**src/rtl/sdh_defines.svh**
```systemverilog
`ifndef SDH_DEFINES_SVH
`define SDH_DEFINES_SVH

// Bus widths
`define SDH_ADDR_W      32
`define SDH_DATA_W      32

`define SDH_FIFO_DEPTH  8
`define SDH_MAX_WORDS   128   // 512 bytes per block
`define SDH_CNT_W       8

// CRC16-CCITT, register starts at zero
`define SDH_CRC_POLY    16'h1021

`endif
```
**src/rtl/sdh_pkg.sv**
```systemverilog
package sdh_pkg;

    // APB register map
    typedef enum logic [15:0] {
        REG_CTRL   = 16'h0000,  // Start in bit 0, divider in 15:8
        REG_ADDR   = 16'h0004,
        REG_COUNT  = 16'h0008,
        REG_STATUS = 16'h000C   // Busy, done and err in bits 2:0
    } sdh_reg_e;

    typedef enum logic [1:0] {
        RD_IDLE,
        RD_RUN,
        RD_DRAIN
    } rd_state_e;

    typedef enum logic [2:0] {
        TX_IDLE,
        TX_START,
        TX_DATA,
        TX_CRC,
        TX_END
    } tx_state_e;

endpackage

```
**src/rtl/sdh_if.sv**
```systemverilog
`timescale 1ns/1ps
`include "sdh_defines.svh"

interface sdh_cfg_if;
    logic                   start;      // One cycle pulse
    logic [`SDH_ADDR_W-1:0] base_addr;
    logic [`SDH_CNT_W-1:0]  word_count;
    logic [7:0]             clk_div;
    logic                   abort;      // AHB error seen by the reader
    logic                   tx_done;

    modport regs   (output start, base_addr, word_count, clk_div,
                    input  abort, tx_done);
    modport reader (input  start, base_addr, word_count,
                    output abort);
    modport tx     (input  start, word_count, clk_div, abort,
                    output tx_done);
endinterface

interface sdh_word_if;
    logic                                push;
    logic [`SDH_DATA_W-1:0]              wdata;
    logic                                pop;
    logic [`SDH_DATA_W-1:0]              rdata;   // Head of queue
    logic                                empty;
    logic [$clog2(`SDH_FIFO_DEPTH):0]    level;

    modport producer (output push, wdata, input level);
    modport fifo     (input  push, wdata, pop,
                      output rdata, empty, level);
    modport consumer (output pop, input rdata, empty);
endinterface

```
**src/rtl/sdh_top.sv**
```systemverilog
`timescale 1ns/1ps
`include "sdh_defines.svh"

module sdh_top (
    input  logic                   clk_i,
    input  logic                   rst_n_i,

    // APB slave
    input  logic                   psel_i,
    input  logic                   penable_i,
    input  logic                   pwrite_i,
    input  logic [15:0]            paddr_i,
    input  logic [31:0]            pwdata_i,
    output logic [31:0]            prdata_o,
    output logic                   pslverr_o,
    output logic                   irq_o,

    // AHB master, read only
    input  logic                   hready_i,
    input  logic                   hresp_i,
    input  logic [`SDH_DATA_W-1:0] hrdata_i,
    output logic [`SDH_ADDR_W-1:0] haddr_o,
    output logic [1:0]             htrans_o,

    // SD card data lines
    output logic                   sd_clk_o,
    output logic [3:0]             sd_dat_o,
    output logic                   sd_dat_oe_o
);

    sdh_cfg_if  cfg_if ();
    sdh_word_if word_if ();

    sdh_apb_regs sdh_apb_regs_inst (
        .clk_i     (clk_i),
        .rst_n_i   (rst_n_i),
        .psel_i    (psel_i),
        .penable_i (penable_i),
        .pwrite_i  (pwrite_i),
        .paddr_i   (paddr_i),
        .pwdata_i  (pwdata_i),
        .prdata_o  (prdata_o),
        .pslverr_o (pslverr_o),
        .irq_o     (irq_o),
        .cfg       (cfg_if)
    );

    sdh_ahb_reader sdh_ahb_reader_inst (
        .clk_i    (clk_i),
        .rst_n_i  (rst_n_i),
        .hready_i (hready_i),
        .hresp_i  (hresp_i),
        .hrdata_i (hrdata_i),
        .haddr_o  (haddr_o),
        .htrans_o (htrans_o),
        .cfg      (cfg_if),
        .wq       (word_if)
    );

    sdh_word_fifo sdh_word_fifo_inst (
        .clk_i   (clk_i),
        .rst_n_i (rst_n_i),
        .flush_i (cfg_if.abort),   // Drop words of an aborted block
        .wr      (word_if)
    );

    sdh_dat_tx sdh_dat_tx_inst (
        .clk_i       (clk_i),
        .rst_n_i     (rst_n_i),
        .sd_clk_o    (sd_clk_o),
        .sd_dat_o    (sd_dat_o),
        .sd_dat_oe_o (sd_dat_oe_o),
        .cfg         (cfg_if),
        .rq          (word_if)
    );

endmodule

```
**src/rtl/sdh_dat_tx.sv**
```systemverilog
`timescale 1ns/1ps
`include "sdh_defines.svh"

module sdh_dat_tx (
    input  logic          clk_i,
    input  logic          rst_n_i,
    output logic          sd_clk_o,
    output logic [3:0]    sd_dat_o,
    output logic          sd_dat_oe_o,
    sdh_cfg_if.tx         cfg,
    sdh_word_if.consumer  rq
);

    sdh_pkg::tx_state_e     state;
    logic [7:0]             div_cnt;
    logic [2:0]             nib_idx;
    logic [3:0]             crc_idx;
    logic [`SDH_CNT_W-1:0]  word_cnt;   // Words taken from the FIFO
    logic [`SDH_DATA_W-1:0] word_q;
    logic [3:0][15:0]       crc_q;      // One per data line
    logic                   last_nib;
    logic                   more_words;
    logic                   need_word;
    logic                   stall;
    logic                   fall_evt;
    logic                   send_data;
    logic                   send_crc;
    logic [3:0]             data_nib;
    logic [3:0]             crc_msb;

    function automatic logic [15:0] crc16_step(input logic [15:0] crc, input logic din);
        logic fb;
        fb = crc[15] ^ din;
        return {crc[14:0], 1'b0} ^ (fb ? `SDH_CRC_POLY : 16'h0000);
    endfunction

    assign last_nib   = (nib_idx == 3'd7);
    assign more_words = (word_cnt != cfg.word_count);
    assign need_word  = (state == sdh_pkg::TX_START)
                     || (state == sdh_pkg::TX_DATA && last_nib && more_words);
    // Hold the clock low before the rising edge until the next word is there
    assign stall      = !sd_clk_o && need_word && rq.empty;
    assign fall_evt   = sd_clk_o && (div_cnt == cfg.clk_div);
    assign send_data  = fall_evt && ((state == sdh_pkg::TX_START)
                     || (state == sdh_pkg::TX_DATA && (!last_nib || more_words)));
    assign send_crc   = fall_evt && ((state == sdh_pkg::TX_DATA && last_nib && !more_words)
                     || (state == sdh_pkg::TX_CRC && crc_idx != 4'd15));
    assign rq.pop     = fall_evt && need_word;
    assign data_nib   = rq.pop ? rq.rdata[31:28] : word_q[31:28];
    assign crc_msb    = {crc_q[3][15], crc_q[2][15], crc_q[1][15], crc_q[0][15]};

    always_ff @(posedge clk_i) begin
        if (!rst_n_i || cfg.abort || state == sdh_pkg::TX_IDLE) begin
            div_cnt  <= '0;
            sd_clk_o <= 1'b0;
        end else if (!stall) begin
            if (div_cnt == cfg.clk_div) begin
                div_cnt  <= '0;
                sd_clk_o <= !sd_clk_o;
            end else begin
                div_cnt <= div_cnt + 1'b1;
            end
        end
    end

    always_ff @(posedge clk_i) begin
        if (cfg.start) crc_q <= '0;
        else if (send_data) for (int l = 0; l < 4; l++) crc_q[l] <= crc16_step(crc_q[l], data_nib[l]);
        else if (send_crc) for (int l = 0; l < 4; l++) crc_q[l] <= {crc_q[l][14:0], 1'b0};
        if (rq.pop) word_q <= {rq.rdata[27:0], 4'h0};
        else if (send_data) word_q <= {word_q[27:0], 4'h0};
    end

    always_ff @(posedge clk_i) begin
        if (!rst_n_i || cfg.abort) begin
            state       <= sdh_pkg::TX_IDLE;
            nib_idx     <= '0;
            crc_idx     <= '0;
            word_cnt    <= '0;
            sd_dat_o    <= 4'hF;
            sd_dat_oe_o <= 1'b0;
            cfg.tx_done <= 1'b0;
        end else begin
            cfg.tx_done <= 1'b0;
            case (state)
                sdh_pkg::TX_IDLE: if (cfg.start) begin
                    state       <= sdh_pkg::TX_START;
                    word_cnt    <= '0;
                    sd_dat_o    <= 4'h0;            // Start bit on every line
                    sd_dat_oe_o <= 1'b1;
                end
                sdh_pkg::TX_START: if (fall_evt) begin
                    state    <= sdh_pkg::TX_DATA;
                    nib_idx  <= '0;
                    word_cnt <= word_cnt + 1'b1;
                    sd_dat_o <= data_nib;
                end
                sdh_pkg::TX_DATA: if (fall_evt) begin
                    if (!last_nib) begin
                        nib_idx  <= nib_idx + 1'b1;
                        sd_dat_o <= data_nib;
                    end else if (more_words) begin
                        nib_idx  <= '0;
                        word_cnt <= word_cnt + 1'b1;
                        sd_dat_o <= data_nib;
                    end else begin
                        state    <= sdh_pkg::TX_CRC;
                        crc_idx  <= '0;
                        sd_dat_o <= crc_msb;
                    end
                end
                sdh_pkg::TX_CRC: if (fall_evt) begin
                    if (crc_idx != 4'd15) begin
                        crc_idx  <= crc_idx + 1'b1;
                        sd_dat_o <= crc_msb;
                    end else begin
                        state    <= sdh_pkg::TX_END;
                        sd_dat_o <= 4'hF;
                    end
                end
                sdh_pkg::TX_END: if (fall_evt) begin
                    state       <= sdh_pkg::TX_IDLE;
                    sd_dat_oe_o <= 1'b0;
                    cfg.tx_done <= 1'b1;
                end
                default: state <= sdh_pkg::TX_IDLE;
            endcase
        end
    end

endmodule

```
**src/rtl/sdh_word_fifo.sv**
```systemverilog
`timescale 1ns/1ps
`include "sdh_defines.svh"

module sdh_word_fifo (
    input  logic     clk_i,
    input  logic     rst_n_i,
    input  logic     flush_i,
    sdh_word_if.fifo wr
);

    localparam int PTR_W = $clog2(`SDH_FIFO_DEPTH);
    localparam int LVL_W = PTR_W + 1;

    logic [`SDH_DATA_W-1:0] mem [`SDH_FIFO_DEPTH];
    logic [PTR_W-1:0]       wr_ptr;
    logic [PTR_W-1:0]       rd_ptr;
    logic                   do_push;
    logic                   do_pop;

    assign do_push  = wr.push && (wr.level != LVL_W'(`SDH_FIFO_DEPTH));
    assign do_pop   = wr.pop && !wr.empty;
    assign wr.empty = (wr.level == '0);
    assign wr.rdata = mem[rd_ptr];

    always_ff @(posedge clk_i) begin
        if (do_push) mem[wr_ptr] <= wr.wdata;
    end

    // Pointers wrap on their own, depth is a power of two
    always_ff @(posedge clk_i) begin
        if (!rst_n_i || flush_i) begin
            wr_ptr   <= '0;
            rd_ptr   <= '0;
            wr.level <= '0;
        end else begin
            if (do_push) wr_ptr <= wr_ptr + 1'b1;
            if (do_pop)  rd_ptr <= rd_ptr + 1'b1;
            wr.level <= wr.level + LVL_W'(do_push) - LVL_W'(do_pop);
        end
    end

endmodule

```
**src/rtl/sdh_ahb_reader.sv**
```systemverilog
`timescale 1ns/1ps
`include "sdh_defines.svh"

module sdh_ahb_reader (
    input  logic                   clk_i,
    input  logic                   rst_n_i,
    input  logic                   hready_i,
    input  logic                   hresp_i,
    input  logic [`SDH_DATA_W-1:0] hrdata_i,
    output logic [`SDH_ADDR_W-1:0] haddr_o,
    output logic [1:0]             htrans_o,
    sdh_cfg_if.reader              cfg,
    sdh_word_if.producer           wq
);

    localparam int LVL_W = $clog2(`SDH_FIFO_DEPTH) + 1;
    localparam int CNT_W = `SDH_CNT_W;
    localparam logic [1:0] HTRANS_IDLE   = 2'b00;
    localparam logic [1:0] HTRANS_NONSEQ = 2'b10;
    localparam logic [`SDH_ADDR_W-1:0] WORD_STEP = 4;
    localparam logic [LVL_W:0] DEPTH = `SDH_FIFO_DEPTH;

    sdh_pkg::rd_state_e state;
    logic [CNT_W-1:0]   req_cnt;     // Address phases issued
    logic               dphase;      // A read sits in its data phase
    logic               addr_ph;
    logic [LVL_W:0]     committed;
    logic               more_req;
    logic               issue;
    logic               ahb_err;

    assign addr_ph   = (htrans_o == HTRANS_NONSEQ);
    // Words already in the FIFO plus reads still in the pipe
    assign committed = {1'b0, wq.level} + {{LVL_W{1'b0}}, dphase}
                     + {{LVL_W{1'b0}}, addr_ph};
    assign more_req  = (req_cnt != cfg.word_count);
    assign issue     = more_req && (committed < DEPTH);
    assign ahb_err   = dphase && hready_i && hresp_i;

    assign wq.push  = (state == sdh_pkg::RD_RUN) && dphase && hready_i && !hresp_i;
    assign wq.wdata = hrdata_i;

    always_ff @(posedge clk_i) begin
        if (!rst_n_i) begin
            state     <= sdh_pkg::RD_IDLE;
            haddr_o   <= '0;
            htrans_o  <= HTRANS_IDLE;
            req_cnt   <= '0;
            dphase    <= 1'b0;
            cfg.abort <= 1'b0;
        end else begin
            cfg.abort <= 1'b0;
            case (state)
                sdh_pkg::RD_IDLE: if (cfg.start) begin
                    state    <= sdh_pkg::RD_RUN;
                    haddr_o  <= cfg.base_addr;
                    htrans_o <= HTRANS_NONSEQ;
                    req_cnt  <= CNT_W'(1);
                end
                sdh_pkg::RD_RUN: if (hready_i) begin  // Hold everything in wait states
                    dphase <= addr_ph;
                    if (ahb_err) begin
                        state     <= sdh_pkg::RD_DRAIN;
                        htrans_o  <= HTRANS_IDLE;
                        cfg.abort <= 1'b1;
                    end else if (issue) begin
                        haddr_o  <= haddr_o + WORD_STEP;
                        htrans_o <= HTRANS_NONSEQ;
                        req_cnt  <= req_cnt + 1'b1;
                    end else begin
                        htrans_o <= HTRANS_IDLE;   // Done or no FIFO room
                        if (!more_req && !addr_ph) state <= sdh_pkg::RD_IDLE;
                    end
                end
                sdh_pkg::RD_DRAIN: if (hready_i) begin
                    // Read accepted with the error response finishes here, dropped
                    dphase <= 1'b0;
                    state  <= sdh_pkg::RD_IDLE;
                end
                default: state <= sdh_pkg::RD_IDLE;
            endcase
        end
    end

endmodule

```
**src/rtl/sdh_apb_regs.sv**
```systemverilog
`timescale 1ns/1ps
`include "sdh_defines.svh"

module sdh_apb_regs (
    input  logic        clk_i,
    input  logic        rst_n_i,
    input  logic        psel_i,
    input  logic        penable_i,
    input  logic        pwrite_i,
    input  logic [15:0] paddr_i,
    input  logic [31:0] pwdata_i,
    output logic [31:0] prdata_o,
    output logic        pslverr_o,
    output logic        irq_o,
    sdh_cfg_if.regs     cfg
);

    logic busy;
    logic done;
    logic err;
    logic mapped;
    logic wr_en;

    always_comb begin
        mapped   = 1'b1;
        prdata_o = '0;
        case (paddr_i)
            sdh_pkg::REG_CTRL:   prdata_o = {16'h0000, cfg.clk_div, 8'h00};
            sdh_pkg::REG_ADDR:   prdata_o = cfg.base_addr;
            sdh_pkg::REG_COUNT:  prdata_o = {{(32-`SDH_CNT_W){1'b0}}, cfg.word_count};
            sdh_pkg::REG_STATUS: prdata_o = {29'h0, err, done, busy};
            default:             mapped = 1'b0;
        endcase
    end

    assign pslverr_o = psel_i && penable_i && !mapped;
    assign wr_en     = psel_i && penable_i && pwrite_i && mapped;
    assign irq_o     = done;

    always_ff @(posedge clk_i) begin
        if (!rst_n_i) begin
            cfg.start      <= 1'b0;
            cfg.base_addr  <= '0;
            cfg.word_count <= '0;
            cfg.clk_div    <= '0;
            busy           <= 1'b0;
            done           <= 1'b0;
            err            <= 1'b0;
        end else begin
            cfg.start <= 1'b0;
            if (wr_en) begin
                case (paddr_i)
                    // Setup is frozen while a block is in flight
                    sdh_pkg::REG_CTRL: if (!busy) begin
                        cfg.clk_div <= pwdata_i[15:8];
                        if (pwdata_i[0] && cfg.word_count != '0) begin
                            cfg.start <= 1'b1;
                            busy      <= 1'b1;
                        end
                    end
                    sdh_pkg::REG_ADDR: if (!busy) begin
                        cfg.base_addr <= {pwdata_i[`SDH_ADDR_W-1:2], 2'b00};
                    end
                    sdh_pkg::REG_COUNT: if (!busy) begin
                        cfg.word_count <= pwdata_i[`SDH_CNT_W-1:0];
                    end
                    sdh_pkg::REG_STATUS: begin
                        if (pwdata_i[1]) done <= 1'b0;   // W1C
                        if (pwdata_i[2]) err  <= 1'b0;
                    end
                    default: ;
                endcase
            end
            if (cfg.tx_done) begin
                busy <= 1'b0;
                done <= 1'b1;
            end
            if (cfg.abort) begin
                busy <= 1'b0;
                done <= 1'b1;
                err  <= 1'b1;
            end
        end
    end

endmodule

```
**config.mk**
```make
export PLATFORM = sky130hd
export DESIGN_NAME = sdh_top
export DESIGN_NICKNAME = d
export VERILOG_FILES = /design/src/rtl/sdh_pkg.sv /design/src/rtl/sdh_if.sv /design/src/rtl/sdh_top.sv /design/src/rtl/sdh_dat_tx.sv /design/src/rtl/sdh_word_fifo.sv /design/src/rtl/sdh_ahb_reader.sv /design/src/rtl/sdh_apb_regs.sv
export VERILOG_INCLUDE_DIRS = /design/src /design/src/rtl
export SDC_FILE = /design/constraint.sdc
export NUM_CORES = 1
export LEC_CHECK = 0
export BUFFER_PORTS_ARGS = -buffer_cell sky130_fd_sc_hd__buf_4
export CAP_MARGIN = 20
export CORE_ASPECT_RATIO = 2
export CORE_MARGIN = 2
export CORE_UTILIZATION = 40
export CTS_BUF_LIST = sky130_fd_sc_hd__clkbuf_8 sky130_fd_sc_hd__clkbuf_16
export DETAILED_ROUTE_END_ITERATION = 10
export PLACE_DENSITY = 0.56
export RECOVER_POWER = 50
export SYNTH_ARGS = -nofsm -noshare
export SYNTH_HDL_FRONTEND = slang
export SYNTH_HIERARCHICAL = 1
export SYNTH_SLANG_ARGS = --single-unit
```
**constraint.sdc**
```tcl
create_clock -name clk_i -period 6.3 [get_ports clk_i]
set_input_delay 0.63 -clock clk_i [delete_from_list [all_inputs] [get_ports clk_i]]
set_output_delay 0.63 -clock clk_i [all_outputs]
set_load 0.02 [all_outputs]
```
==> flow_summary.toml, run 1 <==
[run_status]
status = "finished, violations left"
violations = "max-capacitance violations, max-slew violations"

[logic_synthesis]
synth-seq-cells = 489
syn_area_per_cell_um2 = 11.9
netlist_instances = 1842
synth_edf_count = 284
yosys_warnings = 6
synth_cell_types = 77
synth-main-ff-cell = "edfxtp_1"
synth.cell_area_um2 = 21900
async_flop_share = 0
yosysSeqAreaShare = 0.576

[flow_run]
max_cap_viol_count = 4

[grt]
antenna_found_initial = 2
grt_pass1_vias = 14800
track_usage = 0.187
grt_pass1_wl_um = 82800
grt_max_degree = 81
overflow = 0

[power]
p_int_mw = 4.85
p_seq_frac = 0.548
peakVddDrop_uv = 257
leakagePower_nw = 8.25
p_comb_frac = 0.017
swShare = 0.213
totalPowerFinal_mw = 6.15
clockPowerShare = 0.435
power.density_nw_per_um2 = 250
switchingPower_mw = 1.31

[die]
die_h_um = 335
ioPinCount = 161
core-area_um2 = 54400
die_area_um2 = 56800
initial_core_util = 0.403
die-width_um = 170
num_rows = 121

[sta]
slew_headroom = -0.823
finalCriticalPeriod_ns = 4.64
skew_ns = 0.0195
fmax_mhz = 215
hold_violations = 0
final_max_slew_viol_count = 217
fin_ws_ns = 1.66
whs_ns = 0.293
tightest_slew_ns = 2.73
fin_tns_setup_ns = 0
fin_crit_sh = 0.737
setup_viol = 0
rsz0062_at_grt = "no"

[worst_setup_path]
path_cells = "clkbuf_1, clkbuf_1, nand2_1, mux2i_1"
worst_path_most_repeated_cell = "clkbuf_1"
critPathKind = "in -> reg"
timing.reg2reg.setup_slack_ns = 2.14
cp_top_family = "buffers and inverters"
cp_slowest_cell = "clkbuf_1"
path_max_fanout = 65
critPathMaxStageDelay_ns = 2.05
end_kind = "register"
crit_arrival_ns = 5.14
required_ns = 6.80
worstSetupStartpointType = "input port"
path_buf_inv = 2

[placed_design]
dp_worst_setup_slack_ns = 2.39
gp_congestion = 0.860
dp_hpwl_um = 35200
port_buffers = 159

[drt]
via_per_inst = 5.61
wl_met3_um = 2300
met2_length_um = 29400
num_vias = 14800
drt_iter0_drc = 1055
drt-met1-wl_um = 20300
finalWirelength_um = 53900
drt-wirelength-per-cell_um = 20.4
ant_nets = 0
drtPass1Iterations = 5
route.detailed.drc = 0
top_layer = "met5"

[hold_path]
hp-class = "in -> reg"

[clock_network]
tritoncts = "built"
htreeDepth = 2
clkTransAtPathRegs_ns = 0.06
cts_buffers = 46
cts_root_buf = "clkbuf_16"
post_cts_buffers = 0
clock_latency_ns = 0.60
clock_sinks = 489
clock_path_buffers = 3
holdBufCountCts = 0
post_cts_resized = 0

[final_layout]
drive_above_1_share = 0.140
diodes = 0
area_delta_synth_final_pct = 12.1
nets = 2036
fillers = 5052
==> routing by layer <==
layer / global-route usage / vias up
met2: 0.360 / 382
met5: 0 / -
met1: 0.201 / 7320
li1: - / 7004
met4: 0.0716 / 4
met3: 0.0281 / 100
==> path summary, 6_finish.rpt <==
path | from | end | depth (start not counted)
max | rst_n_i | sdh_apb_regs_inst/cfg.clk_div[4]$_SDFFE_PN0P_ | 4
min | pwdata_i[28] | sdh_apb_regs_inst/cfg.base_addr[28]$_SDFFE_PN0P_ | 3
max reg2reg | sdh_dat_tx_inst/div_cnt[2]$_SDFFE_PP0N_ | sdh_word_fifo_inst/wr.level[3]$_SDFF_PP0_ | 14
min reg2reg | sdh_dat_tx_inst/crc_q[55]$_SDFFE_PP0P_ | sdh_dat_tx_inst/crc_q[55]$_SDFFE_PP0P_ | 2
==> tightest hold or removal path: cells and delay by family <==
kind | cells | cell delay [ns]
buffers and inverters | 1 | 0.11
AND/OR/NAND/NOR | 1 | 0.04
multiplexers | 1 | 0.06
==> cells in the final DEF (no fill, tap or decap), drive strengths merged, types with 39 or more instances in the layout <==
| master | count |
|---|---|
| edfxtp | 284 |
| nand3 | 48 |
| nand2b | 39 |
| dfxtp | 205 |
| clkbuf | 124 |
| buf | 111 |
| mux4 | 64 |
| mux2i | 61 |
| a21oi | 134 |
| nand2 | 342 |
| nor2 | 64 |
==> cells in the mapped netlist, drive strengths merged, types with 8 or more instances <==
| library cell | n | area share |
|---|---|---|
| a2111oi | 8 | 0.0035 |
| a211oi | 8 | 0.0027 |
| a21o | 8 | 0.0027 |
| a21oi | 134 | 0.031 |
| a221oi | 10 | 0.0040 |
| a22o | 10 | 0.0040 |
| a22oi | 21 | 0.0072 |
| a32oi | 13 | 0.0052 |
| and2 | 27 | 0.0077 |
| and3 | 13 | 0.0037 |
| buf | 75 | 0.025 |
| clkbuf | 71 | 0.012 |
| dfxtp | 205 | 0.19 |
| edfxtp | 284 | 0.39 |
| ha | 15 | 0.0086 |
| inv | 24 | 0.0041 |
| mux2 | 33 | 0.017 |
| mux2i | 61 | 0.028 |
| mux4 | 64 | 0.073 |
| nand2 | 342 | 0.059 |
| nand2b | 39 | 0.011 |
| nand3 | 48 | 0.012 |
| nand3b | 11 | 0.0038 |
| nand4 | 22 | 0.0063 |
| nor2 | 64 | 0.011 |
| nor3 | 26 | 0.0064 |
| nor3b | 16 | 0.0055 |
| nor4 | 18 | 0.0098 |
| o21ai | 26 | 0.0059 |
| o32ai | 16 | 0.0064 |
| or3 | 17 | 0.0049 |
| or4 | 8 | 0.0027 |
| xnor2 | 10 | 0.0040 |
| xor2 | 17 | 0.0068 |
==> sequential cells by signal, indices dropped and copies added, names as in the netlist, 2 cells and up, named ones only <==
register,count
sdh_apb_regs_inst/cfg.word_count,8
sdh_dat_tx_inst/nib_idx,3
sdh_ahb_reader_inst/req_cnt,8
sdh_apb_regs_inst/cfg.base_addr,30
sdh_ahb_reader_inst/state,2
sdh_dat_tx_inst/crc_msb,4
sdh_word_fifo_inst/wr.level,4
sdh_word_fifo_inst/rd_ptr,3
sdh_apb_regs_inst/cfg.clk_div,8
sdh_word_fifo_inst/wr_ptr,3
sdh_dat_tx_inst/state,3
sdh_dat_tx_inst/word_cnt,8
sdh_dat_tx_inst/crc_idx,4
sdh_dat_tx_inst/sd_dat_o,4
sdh_dat_tx_inst/word_q,28
sdh_dat_tx_inst/crc_q,60
sdh_dat_tx_inst/div_cnt,8
sdh_word_fifo_inst/mem,256
sdh_ahb_reader_inst/haddr_o,32
==> metrics by stage <==
step	utilization	cell area [um2]	std cells
after floorplan	-	21900	1843
after global placement	0.431	23400	2556
after detailed placement	0.432	23500	2560
after CTS	0.458	24900	2641
after global routing	0.452	24600	2642
final	0.452	24600	2642
==> layout make-up <==
class,instances,area [um2],share of cell area
clock buffer,47,1160,0.0474
timing repair buffer,188,1150,0.0467
tap,676,846,0.0344
inverter,24,90.1,0.00367
clock inverter,34,255,0.0104
sequential,489,12600,0.514
multi-input combinational,1184,8440,0.343
==> kinds of logic (layout without fill, tap and decap cells) <==
family,after synthesis,in the layout,share of synthesized area
muxes,158,158,0.117
and+or+nand+nor,676,676,0.153
adders and majority gates,16,16,0.00947
xor gates and xnor gates,27,27,0.0108
DFF,489,489,0.576
AOI/OAI and AO/OA,304,304,0.0919
other,2,3,0.000342
buffers and inverters,170,293,0.0413
==> power groups by stage <==
stage	clock network, mW	registers (mW)	logic, mW
final	2.67	3.37	0.105
after global placement	0	3.44	0.110
after global routing	2.87	3.37	0.115
after CTS	2.76	3.37	0.117
after detailed placement	0	3.44	0.117
after floorplan	0	3.44	0.0628
Note: power is estimated with default switching activity, not from simulation.
==> inputs of run 2 (changes only) <==
- clock period: 6.3 -> 4.7 ns (I/O delays scaled with it)
==> flow_summary.toml, run 2 (same netlist as run 1, synthesis figures left out) <==
[run_status]
status = "finished, violations left"
violations = "max-capacitance violations, max-slew violations"

[worst_setup_path]
required_ns = 5.13
crit_arrival_ns = 4.15
critPathKind = "in -> reg"
path_max_fanout = 61
cp_slowest_cell = "clkbuf_1"
worstSetupStartpointType = "input port"
critPathMaxStageDelay_ns = 1.91
end_kind = "register"
path_cells = "clkbuf_1, nand2b_1, a221oi_1, o21ai_0"

[sta]
setup_viol = 0
fmax_mhz = 269
fin_tns_setup_ns = 0
tightest_slew_ns = 2.74
hold_violations = 0
rsz0062_at_grt = "no"
fin_ws_ns = 0.986
fin_crit_sh = 0.790
slew_headroom = -0.825
finalCriticalPeriod_ns = 3.71
skew_ns = 0.0232
final_max_slew_viol_count = 97

[grt]
grt_pass1_vias = 14900
track_usage = 0.190
grt_max_degree = 81
antenna_found_initial = 1
grt_pass1_wl_um = 83900
overflow = 0

[final_layout]
largest_register = "sdh_word_fifo_inst/mem"
drive_above_1_share = 0.148
final_common_cell = "nand2_1"
regArea_um2 = 12600
largest_register_ff_count = 256
top_regs = "sdh_word_fifo_inst/mem (256), sdh_dat_tx_inst/crc_q (60), sdh_ahb_reader_inst/haddr_o (32)"
area_delta_synth_final_pct = 12.9
multi_input_comb_area_um2 = 8440
fillers = 5046
nets = 2039
final_cell_mix = "341 x nand2_1, 284 x edfxtp_1, 202 x dfxtp_1"

[drt]
drt-wirelength-per-cell_um = 20.5
route.detailed.drc = 0
finalWirelength_um = 54400
num_vias = 14700
drtPass1Iterations = 5
via_per_inst = 5.56
drt_iter0_drc = 909
ant_nets = 0

[die]
core-area_um2 = 54400
die_area_um2 = 56800
initial_core_util = 0.403
die_h_um = 335
die-width_um = 170
ioPinCount = 161
num_rows = 121

[clock_network]
cts_root_buf = "clkbuf_16"
post_cts_buffers = 0
clock_path_buffers = 3
holdBufCountCts = 0
clock_sinks = 489
clkTransAtPathRegs_ns = 0.07
cts_buffers = 45
tritoncts = "built"
htreeDepth = 2
clock_latency_ns = 0.58
post_cts_resized = 0

[placed_design]
port_buffers = 159
dp_hpwl_um = 36300
gp_congestion = 0.859
dp_worst_setup_slack_ns = 1.28

[power]
leakagePower_nw = 8.33
power.density_nw_per_um2 = 346
peakVddDrop_uv = 485
totalPowerFinal_mw = 8.56

[flow_run]
max_cap_viol_count = 2

[hold_path]
hp-class = "in -> reg"
[run 2: cell count changes in the layout (fill, tap and decap cells not counted), moves of 2 or more]
| cell | previous run | this run |
|---|---|---|
| buf_4 | 109 | 116 |
| inv_1 | 35 | 28 |
| bufinv_16 | 2 | 7 |
| clkbuf_8 | 1 | 4 |
| clkinv_2 | 9 | 12 |
| buf_12 | 2 | 0 |
| clkbuf_1 | 77 | 75 |
| inv_6 | 0 | 2 |
[run 2: critical path, delay by kind of cell]
family                 cells  cell delay [ns]
AOI/OAI and AO/OA          2             0.60
buffers and inverters      1             1.91
and+or+nand+nor            1             1.13
[run 2: worst paths after layout]
| check | depth (start not counted) | end | from | slack (ns) |
|---|---|---|---|---|
| max | 4 | sdh_dat_tx_inst/sd_dat_o[2]$_SDFFE_PP1P_ | rst_n_i | 0.99 |
| max reg2reg | 13 | sdh_word_fifo_inst/wr.level[2]$_SDFF_PP0_ | sdh_dat_tx_inst/div_cnt[2]$_SDFFE_PP0N_ | 0.99 |
| min reg2reg | 2 | sdh_dat_tx_inst/crc_q[23]$_SDFFE_PP0P_ | sdh_dat_tx_inst/crc_q[23]$_SDFFE_PP0P_ | 0.45 |
| min | 3 | sdh_apb_regs_inst/cfg.base_addr[28]$_SDFFE_PN0P_ | pwdata_i[28] | 0.15 |
[run 2: metrics by stage]
| stage | utilization | cell area [um2] | instances | hold WS, ns |
|---|---|---|---|---|
| after floorplan | - | 21900 | 1843 | 0.432 |
| after global placement | 0.432 | 23500 | 2564 | 0.439 |
| after detailed placement | 0.432 | 23500 | 2564 | 0.443 |
| after CTS | 0.461 | 25100 | 2648 | 0.0801 |
| after global routing | 0.455 | 24800 | 2649 | 0.140 |
| final | 0.456 | 24800 | 2650 | 0.149 |
[run 2: per-layer routing]
layer / track usage / routed length [um] / vias to the layer above
met5: 0 / 0 / -
met4: 0.0713 / 1820 / 0
met3: 0.0285 / 2350 / 78
met2: 0.370 / 29800 / 384
met1: 0.204 / 20500 / 7261
li1: - / - / 7018
[run 2: final cells by class]
| cell class | instances | share of cell area |
|---|---|---|
| Antenna cell | 1 | 0.000101 |
| Clock buffer | 50 | 0.0487 |
| Clock inverter | 34 | 0.0151 |
| Inverter | 24 | 0.00364 |
| Multi-Input combinational cell | 1184 | 0.341 |
| Sequential cell | 489 | 0.510 |
| Tap cell | 676 | 0.0342 |
| Timing Repair Buffer | 192 | 0.0467 |
[run 2: power breakdown]
part           internal (mW)  switching (mW)  total, mW  leakage [nW]
sequential              4.52         0.00214       4.52          4.22
clock                   2.25            1.65       3.90         0.797
combinational         0.0494          0.0901      0.139          3.32
total                   6.82            1.74       8.56          8.33
==> inputs of run 3 (changes only) <==
- PLACE_DENSITY: 0.56 -> 0.58
- clock period: 4.7 -> 3.3 ns (I/O delays scaled with it)
==> flow_summary.toml, run 3 (same netlist as run 1, synthesis figures left out) <==
[hold_path]
min_from = "pwdata_i[9]"
min_to = "sdh_apb_regs_inst/cfg.clk_div[1]$_SDFFE_PN0P_"
hp-class = "in -> reg"
holdPathStages = 3

[worst_setup_path]
r2r-end = "sdh_dat_tx_inst/word_cnt[6]$_SDFFE_PP0P_"
path_cells = "xor2_1, nor4_4, nand3_1, clkbuf_1, or3_1, a2111oi_0, mux2i_1"
timing.reg2reg.setup_slack_ns = 0.18
r2r_cells = 7
r2r-start = "sdh_dat_tx_inst/div_cnt[2]$_SDFFE_PP0N_"
critPathKind = "reg -> reg"
required_ns = 3.81
path_buf_inv = 1
cp_top_family = "simple AND/OR/NAND/NOR gates"
path_max_fanout = 13
cp_slowest_cell = "a2111oi_0"
critPathMaxStageDelay_ns = 0.80
crit_arrival_ns = 3.63
worstSetupStartpointType = "register"
end_kind = "register"

[grt]
overflow = 0
antenna_found_initial = 1
grt_pass1_wl_um = 83800
grt_pass1_vias = 15200
grt_max_degree = 81
track_usage = 0.188

[die]
die_area_um2 = 56800
num_rows = 121
initial_core_util = 0.403
die_h_um = 335
ioPinCount = 161
die-width_um = 170
core-area_um2 = 54400

[drt]
drt-wirelength-per-cell_um = 20.1
drt_iter0_drc = 1000
top_layer = "met5"
wl_met3_um = 2530
route.detailed.drc = 0
met2_length_um = 29500
finalWirelength_um = 54500
num_vias = 15100
ant_nets = 0
drtPass1Iterations = 5
via_per_inst = 5.59
drt-met1-wl_um = 20200

[clock_network]
clock_latency_ns = 0.59
holdBufCountCts = 47
post_cts_resized = 0
htreeDepth = 2
clkTransAtPathRegs_ns = 0.07
clock_path_buffers = 3
post_cts_buffers = 0
cts_root_buf = "clkbuf_16"
clock_sinks = 489
tritoncts = "built"
cts_buffers = 45

[placed_design]
port_buffers = 159
dp_hpwl_um = 35300
dp.cells = 2577
gp_congestion = 0.833

[power]
p_seq_frac = 0.526
p_comb_frac = 0.020
leakagePower_nw = 8.48
p_int_mw = 9.78
switchingPower_mw = 2.46
clockPowerShare = 0.454
swShare = 0.201
power.density_nw_per_um2 = 484
peakVddDrop_uv = 467

[final_layout]
fin_cells = 2704
diodes = 0
final_cell_mix = "342 x nand2_1, 284 x edfxtp_1, 202 x dfxtp_1"
final_common_cell = "nand2_1"
top_regs = "sdh_word_fifo_inst/mem (256), sdh_dat_tx_inst/crc_q (60), sdh_ahb_reader_inst/haddr_o (32)"
largest_register = "sdh_word_fifo_inst/mem"
largest_register_ff_count = 256
drive_above_1_share = 0.134
fillers = 4968
area_delta_synth_final_pct = 15.4
utilization = 0.466
nets = 2098

[sta]
skew_ns = 0.0252
slew_headroom = 0.232
fin_crit_sh = 0.946
tightest_slew_ns = 1.15
whs_ns = 0.0377
hold_violations = 0
rsz0062_at_grt = "no"
final_max_slew_viol_count = 0
fmax_mhz = 320
setup_viol = 0
finalCriticalPeriod_ns = 3.12

[run_status]
status = "complete, no violations"

[flow_run]
max_cap_viol_count = 0
-- run 3: cell count changes in the layout (fill, tap and decap cells not counted), sizes merged --
| cell | change |
|---|---|
| buf | -18 |
| inv | +5 |
| clkinvlp | +2 |
| clkinv | -9 |
| clkbuf | +26 |
| dlygate4sd3 | +47 |
| diode | -1 |
| bufinv | +2 |
-- run 3: metal layers --
layer / track usage / vias up
met5: 0 / -
met4: 0.0837 / 2
met3: 0.0278 / 103
met2: 0.366 / 438
met1: 0.197 / 7441
li1: - / 7122
-- run 3: tightest hold or removal path: cells and delay by family --
family | cells | cell delay, ns
buf+inv | 1 | 0.11
mux | 1 | 0.07
simple gates | 1 | 0.07
-- run 3: power groups by stage --
stage / sequential [mW] / clock [mW] / combinational, mW
6_report: 6.44 / 5.56 / 0.241
5_1_grt: 6.44 / 5.92 / 0.264
3_3_place_gp: 6.57 / 0 / 0.212
2_1_floorplan: 6.58 / 0 / 0.120
4_1_cts: 6.44 / 5.73 / 0.264
3_5_place_dp: 6.57 / 0 / 0.218
-- run 3: area by class of cell --
cell class | count | area, um2 | area share
clock buffers | 46 | 1140 | 0.0450
multi-input cells | 1184 | 8440 | 0.334
well taps | 676 | 846 | 0.0334
clock inverters | 34 | 424 | 0.0168
inverters | 24 | 90.1 | 0.00356
repair buffers | 251 | 1720 | 0.0679
flip-flops and latches | 489 | 12600 | 0.500
-- run 3: how the worst max path moves through the flow --
stage,startpoint,endpoint,slack (ns),depth (start not counted)
final,sdh_dat_tx_inst/div_cnt[2]$_SDFFE_PP0N_,sdh_dat_tx_inst/word_cnt[6]$_SDFFE_PP0P_,0.18,7
after global routing,sdh_dat_tx_inst/nib_idx[0]$_SDFFE_PP0P_,sdh_word_fifo_inst/wr.level[2]$_SDFF_PP0_,0.002,14
after CTS,sdh_dat_tx_inst/nib_idx[0]$_SDFFE_PP0P_,sdh_word_fifo_inst/wr.level[2]$_SDFF_PP0_,0.25,14
after detailed placement,sdh_dat_tx_inst/nib_idx[0]$_SDFFE_PP0P_,sdh_word_fifo_inst/wr.level[2]$_SDFF_PP0_,0.28,14
after global placement,sdh_dat_tx_inst/nib_idx[0]$_SDFFE_PP0P_,sdh_word_fifo_inst/wr.level[2]$_SDFF_PP0_,0.31,14
after floorplan,sdh_ahb_reader_inst/state[0]$_SDFFE_PN0P_,sdh_word_fifo_inst/mem[3][0]$_DFFE_PP_,-0.20,7
-- run 3: per-stage QoR --
step,worst slack (ns),setup TNS [ns],instance area (um2),total power [mW]
5_1_grt,0.00182,0,25300,12.6
2_1_floorplan,-0.201,-31.30,22000,6.70
6_report,0.179,0,25300,12.2
3_5_place_dp,0.278,0,23700,6.79
3_3_place_gp,0.314,0,23700,6.79
4_1_cts,0.250,0,25700,12.4
